File: config.mk
export PLATFORM = sky130hd
export DESIGN_NAME = plotter_top
export DESIGN_NICKNAME = d
export VERILOG_FILES = /design/src/rtl/plot_pkg.sv /design/src/rtl/plot_ifs.sv /design/src/rtl/line_drawer.sv /design/src/rtl/plot_config.sv /design/src/rtl/plot_controller.sv /design/src/rtl/plotter_top.sv /design/src/rtl/poly_eval.sv
export SDC_FILE = /design/constraint.sdc
export NUM_CORES = 2
export LEC_CHECK = 0
export ABC_AREA = 1
export BUFFER_PORTS_ARGS = -buffer_cell sky130_fd_sc_hd__buf_2
export CORE_AREA = 2 2 324 326
export CTS_BUF_LIST = sky130_fd_sc_hd__clkbuf_4 sky130_fd_sc_hd__clkbuf_8
export CTS_CLUSTER_DIAMETER = 50
export CTS_CLUSTER_SIZE = 25
export DETAILED_ROUTE_END_ITERATION = 8
export DIE_AREA = 0 0 326 328
export PLACE_DENSITY_LB_ADDON = 0.25
export SLEW_MARGIN = 20
export SYNTH_ARGS = -nofsm -noshare
export SYNTH_HDL_FRONTEND = slang
export SYNTH_SLANG_ARGS = --single-unit
File: constraint.sdc
create_clock -name clk -period 6.5 [get_ports clk]
set_input_delay 0.325 -clock clk [delete_from_list [all_inputs] [get_ports clk]]
set_output_delay 0.325 -clock clk [all_outputs]
set_load 0.01 [all_outputs]
File: src/rtl/plot_pkg.sv
package plot_pkg;

    // *************************************************************************
    // Screen geometry.
    // *************************************************************************
    localparam int H_PIXELS = 640;
    localparam int V_PIXELS = 480;
    localparam int Y_CENTER = V_PIXELS / 2;  // Row for a function value of zero.

    localparam int X_W = 10;                 // x and t.
    localparam int Y_W = 9;

    // *************************************************************************
    // Number formats.
    // *************************************************************************
    localparam int COEF_W = 16;              // Signed 8.8.
    localparam int FRAC_W = 8;

    // Horner stage widths, sized for the worst case t of 1023.
    localparam int EVAL1_W = COEF_W + X_W + 1;
    localparam int EVAL2_W = EVAL1_W + X_W + 1;

    localparam int ERR_W = X_W + 2;          // Holds 2*err for the widest span.

    localparam int STEP_RESET = 8;

    // *************************************************************************
    // Encodings.
    // *************************************************************************
    typedef enum logic [1:0] {
        cfg_coef_a = 2'd0,
        cfg_coef_b = 2'd1,
        cfg_coef_c = 2'd2,
        cfg_step   = 2'd3
    } cfg_addr_e;

    typedef enum logic [2:0] {
        ctrl_idle,
        ctrl_eval,
        ctrl_wait_eval,
        ctrl_req,
        ctrl_wait_ack
    } ctrl_state_e;

    typedef enum logic [1:0] {
        draw_idle,
        draw_run,
        draw_done
    } draw_state_e;

endpackage

File: src/rtl/plot_ifs.sv
`timescale 1ns/1ps

interface plot_cfg_if;
    import plot_pkg::*;

    logic signed [COEF_W-1:0] coef_a;
    logic signed [COEF_W-1:0] coef_b;
    logic signed [COEF_W-1:0] coef_c;
    logic        [X_W-1:0]    step;

    modport src (output coef_a, coef_b, coef_c, step);
    modport dst (input  coef_a, coef_b, coef_c, step);
endinterface

interface segment_if;
    import plot_pkg::*;

    logic [X_W-1:0] x1;
    logic [Y_W-1:0] y1;
    logic [X_W-1:0] x2;
    logic [Y_W-1:0] y2;
    logic           req;
    logic           ack;

    modport master (output x1, y1, x2, y2, req, input  ack);
    modport slave  (input  x1, y1, x2, y2, req, output ack);
endinterface

File: src/rtl/line_drawer.sv
`timescale 1ns/1ps

module line_drawer (
    input  logic                     clk,
    input  logic                     rst,
    segment_if.slave                 seg,
    output logic [plot_pkg::X_W-1:0] pixel_x,
    output logic [plot_pkg::Y_W-1:0] pixel_y,
    output logic                     pixel_valid,
    input  logic                     pixel_ready
);
    import plot_pkg::*;

    draw_state_e             state_q;
    logic [X_W-1:0]          cur_x_q;
    logic [Y_W-1:0]          cur_y_q;
    logic [X_W-1:0]          end_x_q;
    logic [Y_W-1:0]          end_y_q;
    logic                    sx_neg_q;
    logic                    sy_neg_q;
    logic signed [ERR_W-1:0] dx_q;
    logic signed [ERR_W-1:0] dy_q;
    logic signed [ERR_W-1:0] err_q;
    logic signed [ERR_W-1:0] dx_raw;
    logic signed [ERR_W-1:0] dy_raw;
    logic signed [ERR_W-1:0] dx_abs;
    logic signed [ERR_W-1:0] dy_abs;
    logic signed [ERR_W-1:0] e2;
    logic                    step_x;
    logic                    step_y;
    logic                    fire;
    logic                    at_end;

    // *************************************************************************
    // Segment setup from the requested endpoints.
    // *************************************************************************
    assign dx_raw = $signed(ERR_W'(seg.x2)) - $signed(ERR_W'(seg.x1));
    assign dy_raw = $signed(ERR_W'(seg.y2)) - $signed(ERR_W'(seg.y1));
    assign dx_abs = (dx_raw < 0) ? -dx_raw : dx_raw;
    assign dy_abs = (dy_raw < 0) ? -dy_raw : dy_raw;

    // Bresenham decisions.
    assign e2     = err_q <<< 1;
    assign step_x = e2 > -dy_q;
    assign step_y = e2 < dx_q;

    assign fire   = pixel_valid && pixel_ready;
    assign at_end = (cur_x_q == end_x_q) && (cur_y_q == end_y_q);

    assign pixel_valid = state_q == draw_run;
    assign pixel_x     = cur_x_q;
    assign pixel_y     = cur_y_q;
    assign seg.ack     = state_q == draw_done;

    always_ff @(posedge clk) begin
        if (rst) begin
            state_q <= draw_idle;
        end else begin
            case (state_q)
                draw_idle: begin
                    if (seg.req) begin
                        cur_x_q  <= seg.x1;
                        cur_y_q  <= seg.y1;
                        end_x_q  <= seg.x2;
                        end_y_q  <= seg.y2;
                        sx_neg_q <= dx_raw < 0;
                        sy_neg_q <= dy_raw < 0;
                        dx_q     <= dx_abs;
                        dy_q     <= dy_abs;
                        err_q    <= dx_abs - dy_abs;
                        state_q  <= draw_run;
                    end
                end
                draw_run: begin
                    if (fire) begin
                        if (at_end) begin
                            state_q <= draw_done;     // Last pixel taken.
                        end else begin
                            if (step_x)
                                cur_x_q <= sx_neg_q ? cur_x_q - 1'b1 : cur_x_q + 1'b1;
                            if (step_y)
                                cur_y_q <= sy_neg_q ? cur_y_q - 1'b1 : cur_y_q + 1'b1;
                            err_q <= err_q - (step_x ? dy_q : '0) + (step_y ? dx_q : '0);
                        end
                    end
                end
                draw_done: begin
                    if (!seg.req)
                        state_q <= draw_idle;
                end
                default: state_q <= draw_idle;
            endcase
        end
    end

endmodule

File: src/rtl/plot_config.sv
`timescale 1ns/1ps

module plot_config (
    input  logic                        clk,
    input  logic                        rst,
    input  logic                        we,
    input  plot_pkg::cfg_addr_e         addr,
    input  logic [plot_pkg::COEF_W-1:0] wdata,
    plot_cfg_if.src                     cfg
);
    import plot_pkg::*;

    logic signed [COEF_W-1:0] coef_a_q;
    logic signed [COEF_W-1:0] coef_b_q;
    logic signed [COEF_W-1:0] coef_c_q;
    logic        [X_W-1:0]    step_q;
    logic        [X_W-1:0]    step_wr;

    // A zero step would never advance x.
    assign step_wr = (wdata[X_W-1:0] == '0) ? X_W'(1) : wdata[X_W-1:0];

    always_ff @(posedge clk) begin
        if (rst) begin
            coef_a_q <= '0;
            coef_b_q <= '0;
            coef_c_q <= '0;
            step_q   <= X_W'(STEP_RESET);
        end else if (we) begin
            case (addr)
                cfg_coef_a: coef_a_q <= wdata;
                cfg_coef_b: coef_b_q <= wdata;
                cfg_coef_c: coef_c_q <= wdata;
                cfg_step:   step_q   <= step_wr;
            endcase
        end
    end

    assign cfg.coef_a = coef_a_q;
    assign cfg.coef_b = coef_b_q;
    assign cfg.coef_c = coef_c_q;
    assign cfg.step   = step_q;

endmodule

File: src/rtl/plot_controller.sv
`timescale 1ns/1ps

module plot_controller (
    input  logic                     clk,
    input  logic                     rst,
    input  logic                     start,
    output logic                     busy,
    plot_cfg_if.dst                  cfg,
    output logic [plot_pkg::X_W-1:0] eval_t,
    output logic                     eval_start,
    input  logic [plot_pkg::Y_W-1:0] eval_y,
    input  logic                     eval_valid,
    segment_if.master                seg
);
    import plot_pkg::*;

    ctrl_state_e    state_q;
    logic [X_W-1:0] t_q;
    logic [X_W-1:0] x_q;
    logic [X_W-1:0] prev_x_q;
    logic [Y_W-1:0] prev_y_q;
    logic [Y_W-1:0] cur_y_q;
    logic [X_W:0]   x_next;
    logic           last_point;

    // One extra bit so the step past the right edge is seen.
    assign x_next     = {1'b0, x_q} + {1'b0, cfg.step};
    assign last_point = x_next > (X_W + 1)'(H_PIXELS - 1);

    assign busy       = state_q != ctrl_idle;
    assign eval_start = state_q == ctrl_eval;
    assign eval_t     = t_q;

    // *************************************************************************
    // Segment endpoints stay in registers for the whole handshake.
    // *************************************************************************
    assign seg.req = state_q == ctrl_req;
    assign seg.x1  = prev_x_q;
    assign seg.y1  = prev_y_q;
    assign seg.x2  = x_q;
    assign seg.y2  = cur_y_q;

    always_ff @(posedge clk) begin
        if (rst) begin
            state_q <= ctrl_idle;
            t_q     <= '0;
            x_q     <= '0;
        end else begin
            case (state_q)
                ctrl_idle: begin
                    t_q <= '0;
                    x_q <= '0;
                    if (start)
                        state_q <= ctrl_eval;
                end
                ctrl_eval: begin
                    state_q <= ctrl_wait_eval;
                end
                ctrl_wait_eval: begin
                    if (eval_valid) begin
                        if (t_q == '0) begin          // First point only seeds.
                            prev_x_q <= x_q;
                            prev_y_q <= eval_y;
                            if (last_point) begin
                                state_q <= ctrl_idle;
                            end else begin
                                t_q     <= t_q + 1'b1;
                                x_q     <= x_next[X_W-1:0];
                                state_q <= ctrl_eval;
                            end
                        end else begin
                            cur_y_q <= eval_y;
                            state_q <= ctrl_req;
                        end
                    end
                end
                ctrl_req: begin
                    if (seg.ack)
                        state_q <= ctrl_wait_ack;     // Drops req.
                end
                ctrl_wait_ack: begin
                    if (!seg.ack) begin
                        prev_x_q <= x_q;
                        prev_y_q <= cur_y_q;
                        if (last_point) begin
                            state_q <= ctrl_idle;
                        end else begin
                            t_q     <= t_q + 1'b1;
                            x_q     <= x_next[X_W-1:0];
                            state_q <= ctrl_eval;
                        end
                    end
                end
                default: state_q <= ctrl_idle;
            endcase
        end
    end

endmodule

File: src/rtl/plotter_top.sv
`timescale 1ns/1ps

module plotter_top (
    input  logic                        clk,
    input  logic                        rst,
    input  logic                        start,
    output logic                        busy,
    input  logic                        cfg_we,
    input  plot_pkg::cfg_addr_e         cfg_addr,
    input  logic [plot_pkg::COEF_W-1:0] cfg_wdata,
    output logic [plot_pkg::X_W-1:0]    pixel_x,
    output logic [plot_pkg::Y_W-1:0]    pixel_y,
    output logic                        pixel_valid,
    input  logic                        pixel_ready
);
    import plot_pkg::*;

    logic [X_W-1:0] eval_t;
    logic           eval_start;
    logic [Y_W-1:0] eval_y;
    logic           eval_valid;

    plot_cfg_if cfg_bus ();
    segment_if  seg_bus ();

    plot_config config_i (
        .clk   (clk),
        .rst   (rst),
        .we    (cfg_we),
        .addr  (cfg_addr),
        .wdata (cfg_wdata),
        .cfg   (cfg_bus.src)
    );

    poly_eval eval_i (
        .clk   (clk),
        .rst   (rst),
        .cfg   (cfg_bus.dst),
        .t     (eval_t),
        .start (eval_start),
        .y     (eval_y),
        .valid (eval_valid)
    );

    plot_controller ctrl_i (
        .clk        (clk),
        .rst        (rst),
        .start      (start),
        .busy       (busy),
        .cfg        (cfg_bus.dst),
        .eval_t     (eval_t),
        .eval_start (eval_start),
        .eval_y     (eval_y),
        .eval_valid (eval_valid),
        .seg        (seg_bus.master)
    );

    line_drawer drawer_i (
        .clk         (clk),
        .rst         (rst),
        .seg         (seg_bus.slave),
        .pixel_x     (pixel_x),
        .pixel_y     (pixel_y),
        .pixel_valid (pixel_valid),
        .pixel_ready (pixel_ready)
    );

endmodule

File: src/rtl/poly_eval.sv
`timescale 1ns/1ps

module poly_eval (
    input  logic                     clk,
    input  logic                     rst,
    plot_cfg_if.dst                  cfg,
    input  logic [plot_pkg::X_W-1:0] t,
    input  logic                     start,
    output logic [plot_pkg::Y_W-1:0] y,
    output logic                     valid
);
    import plot_pkg::*;

    logic signed [X_W:0]       t_s;
    logic signed [X_W:0]       t1_s;
    logic signed [EVAL1_W-1:0] s1_d;
    logic signed [EVAL1_W-1:0] s1_q;
    logic        [X_W-1:0]     t1_q;
    logic                      v1_q;
    logic signed [EVAL2_W-1:0] s2;
    logic signed [EVAL2_W-1:0] v;
    logic signed [EVAL2_W-1:0] diff;
    logic        [Y_W-1:0]     y_clamp;
    logic        [Y_W-1:0]     y_q;
    logic                      valid_q;

    // Stage one: a*t + b.
    assign t_s  = $signed({1'b0, t});
    assign s1_d = $signed(cfg.coef_a) * t_s + $signed(cfg.coef_b);

    // Stage two: (a*t + b)*t + c, then to screen rows.
    assign t1_s = $signed({1'b0, t1_q});
    assign s2   = s1_q * t1_s + $signed(cfg.coef_c);
    assign v    = s2 >>> FRAC_W;                     // Drop the fraction.
    assign diff = EVAL2_W'(Y_CENTER) - v;            // Screen y grows downward.

    always_comb begin
        if (diff < 0)
            y_clamp = '0;
        else if (diff > EVAL2_W'(V_PIXELS - 1))
            y_clamp = Y_W'(V_PIXELS - 1);
        else
            y_clamp = diff[Y_W-1:0];
    end

    always_ff @(posedge clk) begin
        s1_q <= s1_d;
        t1_q <= t;
        y_q  <= y_clamp;
    end

    always_ff @(posedge clk) begin
        if (rst) begin
            v1_q    <= 1'b0;
            valid_q <= 1'b0;
        end else begin
            v1_q    <= start;
            valid_q <= v1_q;
        end
    end

    assign y     = y_q;
    assign valid = valid_q;

endmodule
Word level (Yosys, flattened, before mapping)
Cells that the tools add are included.
Word-level totals
  register bits: 235
  input bits: 23
  output and inout port bits: 21
  logic and storage cells: 154
Operators by class
  add/sub/neg operators: 17
  multipliers: 2
  $lt $le $gt $ge: 7
  equal/unequal tests: 23
  muxes and demuxes: 52
  bitwise operators: 2
  reductions and logical operators: 25
Operators with widths (count)
  $mux W10: 17
  $mux W12: 7
  $mux W9: 9
  $pmux W10 S3: 2
  $pmux W10 S2: 2
  $add A38 B16 Y38: 1
  $gt A38 B10 Y1 const B: 1
  $lt A38 B1 Y1 const B: 1
  $mul A27 B11 Y38: 1
  $pmux W9 S2: 2
  $sub A9 B30 Y31 const A: 1
  $add A27 B16 Y27: 1
  $mul A16 B11 Y27: 1
  $pmux W12 S2: 1
  $sub A12 B12 Y12: 2
  $add A10 B1 Y10 const B: 2
  $logic_not A10 Y1: 2
  $ne A2 B2 Y1 const B: 10
  $reduce_and A4 Y1: 4
  $pmux W3 S5: 1
  $add A12 B12 Y12: 1
  $gt A12 B12 Y1: 1
  $lt A12 B12 Y1: 1
  $mux W3: 4
  other kinds (34): 53

Depth between registers and ports, before layout
  word-level depth: 8
  mapped depth: 38
  mapped depth without buffers: 36

Hierarchy
Synthesis repeated with hierarchy kept, for this count alone.
Second synthesis, totals
  cell total of the unflattened synthesis: 4246
  area, all modules: 32331.0 sq um
Modules (own cells, without submodules)
  poly_eval: instances 1, cells each 2737, area an instance 20193.1 sq um, sequential area each 960.9 sq um
  line_drawer: instances 1, cells each 891, area an instance 7086.8 sq um, sequential area each 2292.2 sq um
  plot_controller: instances 1, cells each 359, area an instance 2935.3 sq um, sequential area each 1301.2 sq um
  plot_config: instances 1, cells each 259, area an instance 2115.8 sq um, sequential area each 1161.1 sq um

Worst setup path before layout
Ideal clock, no wire load.
  path type: register to register
  from: register eval_i.t1_q[7]
  to: register eval_i.y_q[0] (netlist: eval_i.y[0])
  setup time: 0.110 ns
  arrival time: 5.861 ns
  setup slack: 0.529 ns
  cell stages (with the launch flop): 33
  buffers on the path: 2
  clock period less this slack: 5.971 ns
  cell sequence: dfxtp_1 clkbuf_1 clkbuf_1 nand2_1 fa_1 inv_1 fa_1 fa_1 fa_1 inv_1 fa_1 inv_1 ha_1 a21oi_1 o21ai_1 inv_1 o21ai_0 a21oi_1 nand3_1 nand2_2 nand2_1 nor2_1 nand2_1 nor2_4 nand2_1 nand2_1 nand2_1 nor2_2 nand2_1 nor2_4 nand4_1 nand2_1 inv_1
Between the ends
  cells in the longest elaborated chain, start to end: 5
  elaborated cells between the ends (all ways): 6
  those cells by class: add/sub (2); mul (1); order compare (2); mux (1)
Ends and longest elaborated chain
  from (decl): line poly_eval.sv:18  | logic [X_W-1:0] t1_q;
  from (signal assigned): line poly_eval.sv:48  | t1_q <= t;
  $mul A27 B11 Y38 (*): line poly_eval.sv:33  | assign s2 = s1_q * t1_s + $signed(cfg.coef_c);
  $add A38 B16 Y38 (*): line poly_eval.sv:33
  $sub A9 B30 Y31 (*): line poly_eval.sv:35  | assign diff = EVAL2_W'(Y_CENTER) - v;
  $gt A38 B10 Y1: line poly_eval.sv:40  | else if (diff > EVAL2_W'(V_PIXELS - 1))
  $mux W9: line poly_eval.sv:40
  to (signal assigned): line poly_eval.sv:49  | y_q <= y_clamp;
  to (decl): line poly_eval.sv:24  | logic [Y_W-1:0] y_q;
Every way passes the cells marked *; elsewhere a longest branch is shown, timed or not.
A chain may end at the register's enable or synchronous reset.

Worst setup path in the final report
  from: register eval_i.t1_q[3]
  to: register eval_i.y_q[6] (netlist: eval_i.y[6])
The elaborated chain is that of the path after synthesis.

==> impl_summary.txt <==
----------------------------------------------------
[STA]
  Hold Fails Final Rpt ... 0
  Total Neg Setup Slack ... 0 ns
  Final Hold Slack ... 0.07432 ns
  Transition time at the pin with the least slew margin ... 0.9447 ns
  Timing-limited maximum frequency ... 0.1603 GHz
  Final clock skew ... 0.02563 ns
  Max_slew headroom ... 0.3679
  Final critical path time including I/O delays and setup ... 6.238 ns
  Final setup viols ... 0
  Setup slack of the critical path after layout ... 0.2621 ns
  Final Max Slew Viols ... 0
  Final period utilization ... 0.9597

[Route]
  Number of design rule violations left after detail routing ... 0
  Initial DRC count ... 1,249
  TritonRoute pass-1 iters ... 5
  Via density per instance ... 4.365
  Routed Wire Length ... 78.35 mm
  Routed len/inst ... 14.28 um
  Residual antenna-violating net count after detailed routing ... 0
  Vias after detailed routing ... 23,950

[Cells and area]
  Post-layout util ... 0.3410
  Final std cell area, no fill ... 35,190 sq um
  Post-route insts no fill ... 5,487
  Share of layout cells above drive strength 1 ... 0.1157
  Number of nets in the layout ... 4,774
  Area added between synthesis and finish ... 14.23%

[Clocking]
  Clock-pin slew reported for the worst setup and hold paths after clock tree synthesis ... 0.09 ns
  TritonCTS clock tree ... yes
  Clock buffer depth ... 3
  Number of H-tree levels ... 2
  TritonCTS buffer count ... 34
  Clock latency on the worst-skew pair ... 0.61 ns
  Clk sinks ... 234
  Clock root cell ... sky130_fd_sc_hd__clkbuf_8

[Setup path]
  R2R cell count ... 29
  Critical Path AT ... 6.74 ns
  CP peak stage delay ... 0.55 ns
  Setup slack on the worst flop-to-flop path ... 0.26 ns
  Startpoint of the worst register-to-register path ... eval_i.t1_q[3]
  Crit Path Class ... reg2reg
  Startpoint type of the worst setup path ... flop
  Kind of end point of the critical path ... flop
  Cell with the biggest individual delay on the critical path ... sky130_fd_sc_hd__fa_1
  Worst EP required ... 7.00 ns
  Critical-path maximum fanout ... 7
  Capture instance of the worst register-to-register path ... eval_i.y[6]
  Cell type with the highest occurrence count on the critical path ... sky130_fd_sc_hd__nand2_1

[Logic synthesis]
  Number of enable flip-flop cells after synthesis ... 103
  Mean post-synth cell area ... 7.731 sq um
  Post-synthesis instance area ... 30,810 sq um
  Library cell occupying the most area in the post-synthesis netlist ... sky130_fd_sc_hd__fa_1
  Most used DFF post-synth ... sky130_fd_sc_hd__dfxtp_1
  Sequential area share after synthesis ... 0.1855
  Synth async-reset ratio ... 0
  Most used standard cell by instance count after synthesis ... sky130_fd_sc_hd__inv_1
  Count of cell types in the netlist ... 57
  Ranking of synthesized cells by instance count ... 1,026 x sky130_fd_sc_hd__inv_1, 917 x sky130_fd_sc_hd__nand2_1, 436 x sky130_fd_sc_hd__fa_1, 240 x sky130_fd_sc_hd__nor2_1, 235 x sky130_fd_sc_hd__ha_1
  Share of the synthesized area in the top cell type ... 0.2833
  Yosys reg bits ... 234
  Gate Count Post-Synth ... 3,985
  YS warnings ... 0
  Largest cells by area after synthesis ... sky130_fd_sc_hd__fa_1 28%, sky130_fd_sc_hd__inv_1 13%, sky130_fd_sc_hd__nand2_1 11%

[Hold path]
  Hold Path Cell Cnt ... 3
  Source of the worst hold timing path ... cfg_wdata[0]
  WHS Endpoint ... config_i.cfg.step[0]
  Class of the worst hold path ... in2reg

[Pwr]
  Proportion of power drawn by the clock network ... 0.298
  Overall power ... 4.800 mW
  Relative contribution of sequential cells to total power ... 0.373
  Net switching share of the total power ... 0.3813
  Areal power density over the cells ... 136.4 nW/um^2
  Pleak ... 18.49 nW
  Part of the power in combinational logic ... 0.330
  Max IR drop VDD ... 0.0001051 V
  Internal power of the cells ... 2.970 mW
  Net switching power ... 1.830 mW

[GRT]
  Total overflow reported by the global router ... 0
  First-pass GRT wire length ... 128.9 mm
  Global routing usage on met3 ... 0.01395
  Pin count of the biggest net entering global routing ... 47
  GRT Max-Usage Layer ... met2
  Vias in the first global route ... 25,120
  Overall fraction of global-route tracks in use ... 0.1478
  Antenna violations before repair ... 2
  Global routing met2 resource utilization ... 0.2564
  Met1 capacity usage during global routing ... 0.2002

[Floorplanning]
  Core Footprint ... 103,200 sq um
  Y dimension of the die ... 328 um
  I/O pin count ... 44
  Initial Utilization ... 0.2985
  Area of the die ... 106,900 sq um
  Site row count ... 118
  Horiz. Die Dim ... 326 um

[Place]
  Worst setup slack before clock tree synthesis ... 0.04503 ns
  Sum of net half-perimeters after detailed placement ... 63.35 mm
  Final weighted congestion of routability-driven global placement ... 0.8600
  Standard cell area after detailed placement ... 33,140 sq um
  Cell total after placement ... 5,382
  I/O Buffers ... 43

[Job]
  Number of violations of the max-capacitance limit ... 0

[Outcome]
  Run status ... completed

----------------------------------------------------
kinds of logic (layout without fill, tap and decap cells):
kind of cell             Yosys count  count (layout)  share of synthesized area
AND/OR/NAND/NOR                 1424            1427                     0.1941
buffers and inverters           1167            1282                     0.1425
adder cells (fa/ha/maj)          671             671                     0.3788
AO/OA/AOI/OAI                    361             361                    0.06291
flip-flops                       234             234                     0.1855
XOR/XNOR                         127             127                    0.03610
other                              1               5                  0.0001217
area by class of cell:
type / instances / area, sq um
Antenna cell: 2 / 5.005
Clock buffer: 36 / 495.5
Clock inverter: 25 / 295.3
Fill cell: 10990 / 68010
Inverter: 1044 / 3919
Multi-Input combinational cell: 2589 / 21480
Sequential cell: 234 / 5762
Tap cell: 1380 / 1727
Timing Repair Buffer: 177 / 1511
metal layers:
| metal | vias up | part of all wire | wire (um) |
|---|---|---|---|
| met5 | - | 0 | 0 |
| met4 | 0 | 0.019 | 1512 |
| met3 | 83 | 0.031 | 2413 |
| met2 | 322 | 0.47 | 36990 |
| met1 | 11490 | 0.48 | 37430 |
| li1 | 12060 | - | - |
worst max-delay path by stage:
| stage | from | end | depth (start not counted) |
|---|---|---|---|
| 2_1_floorplan | eval_i.t1_q[7] | eval_i.y[0] | 32 |
| 3_3_place_gp | eval_i.s1_q[10] | eval_i.y[8] | 30 |
| 3_5_place_dp | eval_i.s1_q[10] | eval_i.y[6] | 30 |
| 4_1_cts | eval_i.s1_q[10] | eval_i.y[6] | 30 |
| 5_1_grt | eval_i.t1_q[4] | eval_i.y[4] | 32 |
| 6_report | eval_i.t1_q[3] | eval_i.y[6] | 29 |
timing repair:
action,in CTS,in global routing
hold buffers,6,0
resized for setup,0,212
endpoints found under the hold margin,7,0
buffers inserted,0,26
endpoints found under the setup margin,0,9
power groups by stage:
stage	sequential [mW]	clock, mW	combinational, mW
after CTS	1.79	1.49	1.51
after floorplan	1.73	0	1.13
final	1.79	1.43	1.58
after detailed placement	1.82	0	1.50
after global placement	1.82	0	1.49
after global routing	1.81	1.53	1.81
critical path: cells and delay by family, from the launching register on:
family                     cells  cell delay, ns
adders and majority gates      6            2.94
DFF                            1            0.44
and+or+nand+nor               15            1.86
buffers and inverters          7            0.63
xor gates and xnor gates       1            0.21
cells in the final DEF (no fill, tap or decap), types with 6 or more instances in the layout:
| cell type | Yosys | routed |
|---|---|---|
| sky130_fd_sc_hd__xnor2_1 | 32 | 32 |
| sky130_fd_sc_hd__nand2_4 | 3 | 14 |
| sky130_fd_sc_hd__ha_1 | 235 | 212 |
| sky130_fd_sc_hd__nand2_1 | 917 | 881 |
| sky130_fd_sc_hd__fa_1 | 436 | 434 |
| sky130_fd_sc_hd__buf_12 | 0 | 13 |
| sky130_fd_sc_hd__dlygate4sd3_1 | 0 | 6 |
| sky130_fd_sc_hd__edfxtp_1 | 103 | 103 |
| sky130_fd_sc_hd__dfxtp_1 | 131 | 104 |
| sky130_fd_sc_hd__clkbuf_16 | 0 | 6 |
| sky130_fd_sc_hd__nor2_2 | 11 | 35 |
| sky130_fd_sc_hd__nand2_2 | 32 | 57 |
| sky130_fd_sc_hd__inv_2 | 13 | 16 |
| sky130_fd_sc_hd__clkinv_1 | 5 | 7 |
| sky130_fd_sc_hd__o21ai_0 | 134 | 125 |
| sky130_fd_sc_hd__dfxtp_2 | 0 | 22 |
| sky130_fd_sc_hd__nor2_1 | 240 | 209 |
| sky130_fd_sc_hd__nor4_1 | 8 | 6 |
| sky130_fd_sc_hd__o31ai_1 | 9 | 9 |
| sky130_fd_sc_hd__a21oi_2 | 1 | 16 |
| sky130_fd_sc_hd__nor2_4 | 8 | 18 |
| sky130_fd_sc_hd__xor2_1 | 95 | 94 |
| sky130_fd_sc_hd__o21bai_1 | 12 | 12 |
| sky130_fd_sc_hd__nor3_1 | 32 | 26 |
| sky130_fd_sc_hd__nand3b_1 | 10 | 10 |
| sky130_fd_sc_hd__a21oi_1 | 170 | 151 |
| sky130_fd_sc_hd__inv_1 | 1026 | 1022 |
| sky130_fd_sc_hd__clkbuf_8 | 0 | 36 |
| sky130_fd_sc_hd__ha_4 | 0 | 20 |
| sky130_fd_sc_hd__inv_6 | 0 | 10 |
| sky130_fd_sc_hd__o21ai_1 | 5 | 14 |
| sky130_fd_sc_hd__nand3_2 | 5 | 10 |
| sky130_fd_sc_hd__nand3_1 | 107 | 102 |
| sky130_fd_sc_hd__buf_2 | 1 | 43 |
| sky130_fd_sc_hd__nand4_1 | 31 | 31 |
| sky130_fd_sc_hd__buf_4 | 2 | 107 |
state kept, by name, summed over array words and instances, names as in the netlist, 11 cells and up:
register	count
eval_i.s1_q	27
config_i.cfg.coef_a	16
config_i.cfg.coef_b	16
config_i.cfg.coef_c	16
drawer_i.dx_q	12
drawer_i.dy_q	12
drawer_i.err_q	11
No activity file was read; power rests on OpenSTA's default activity.
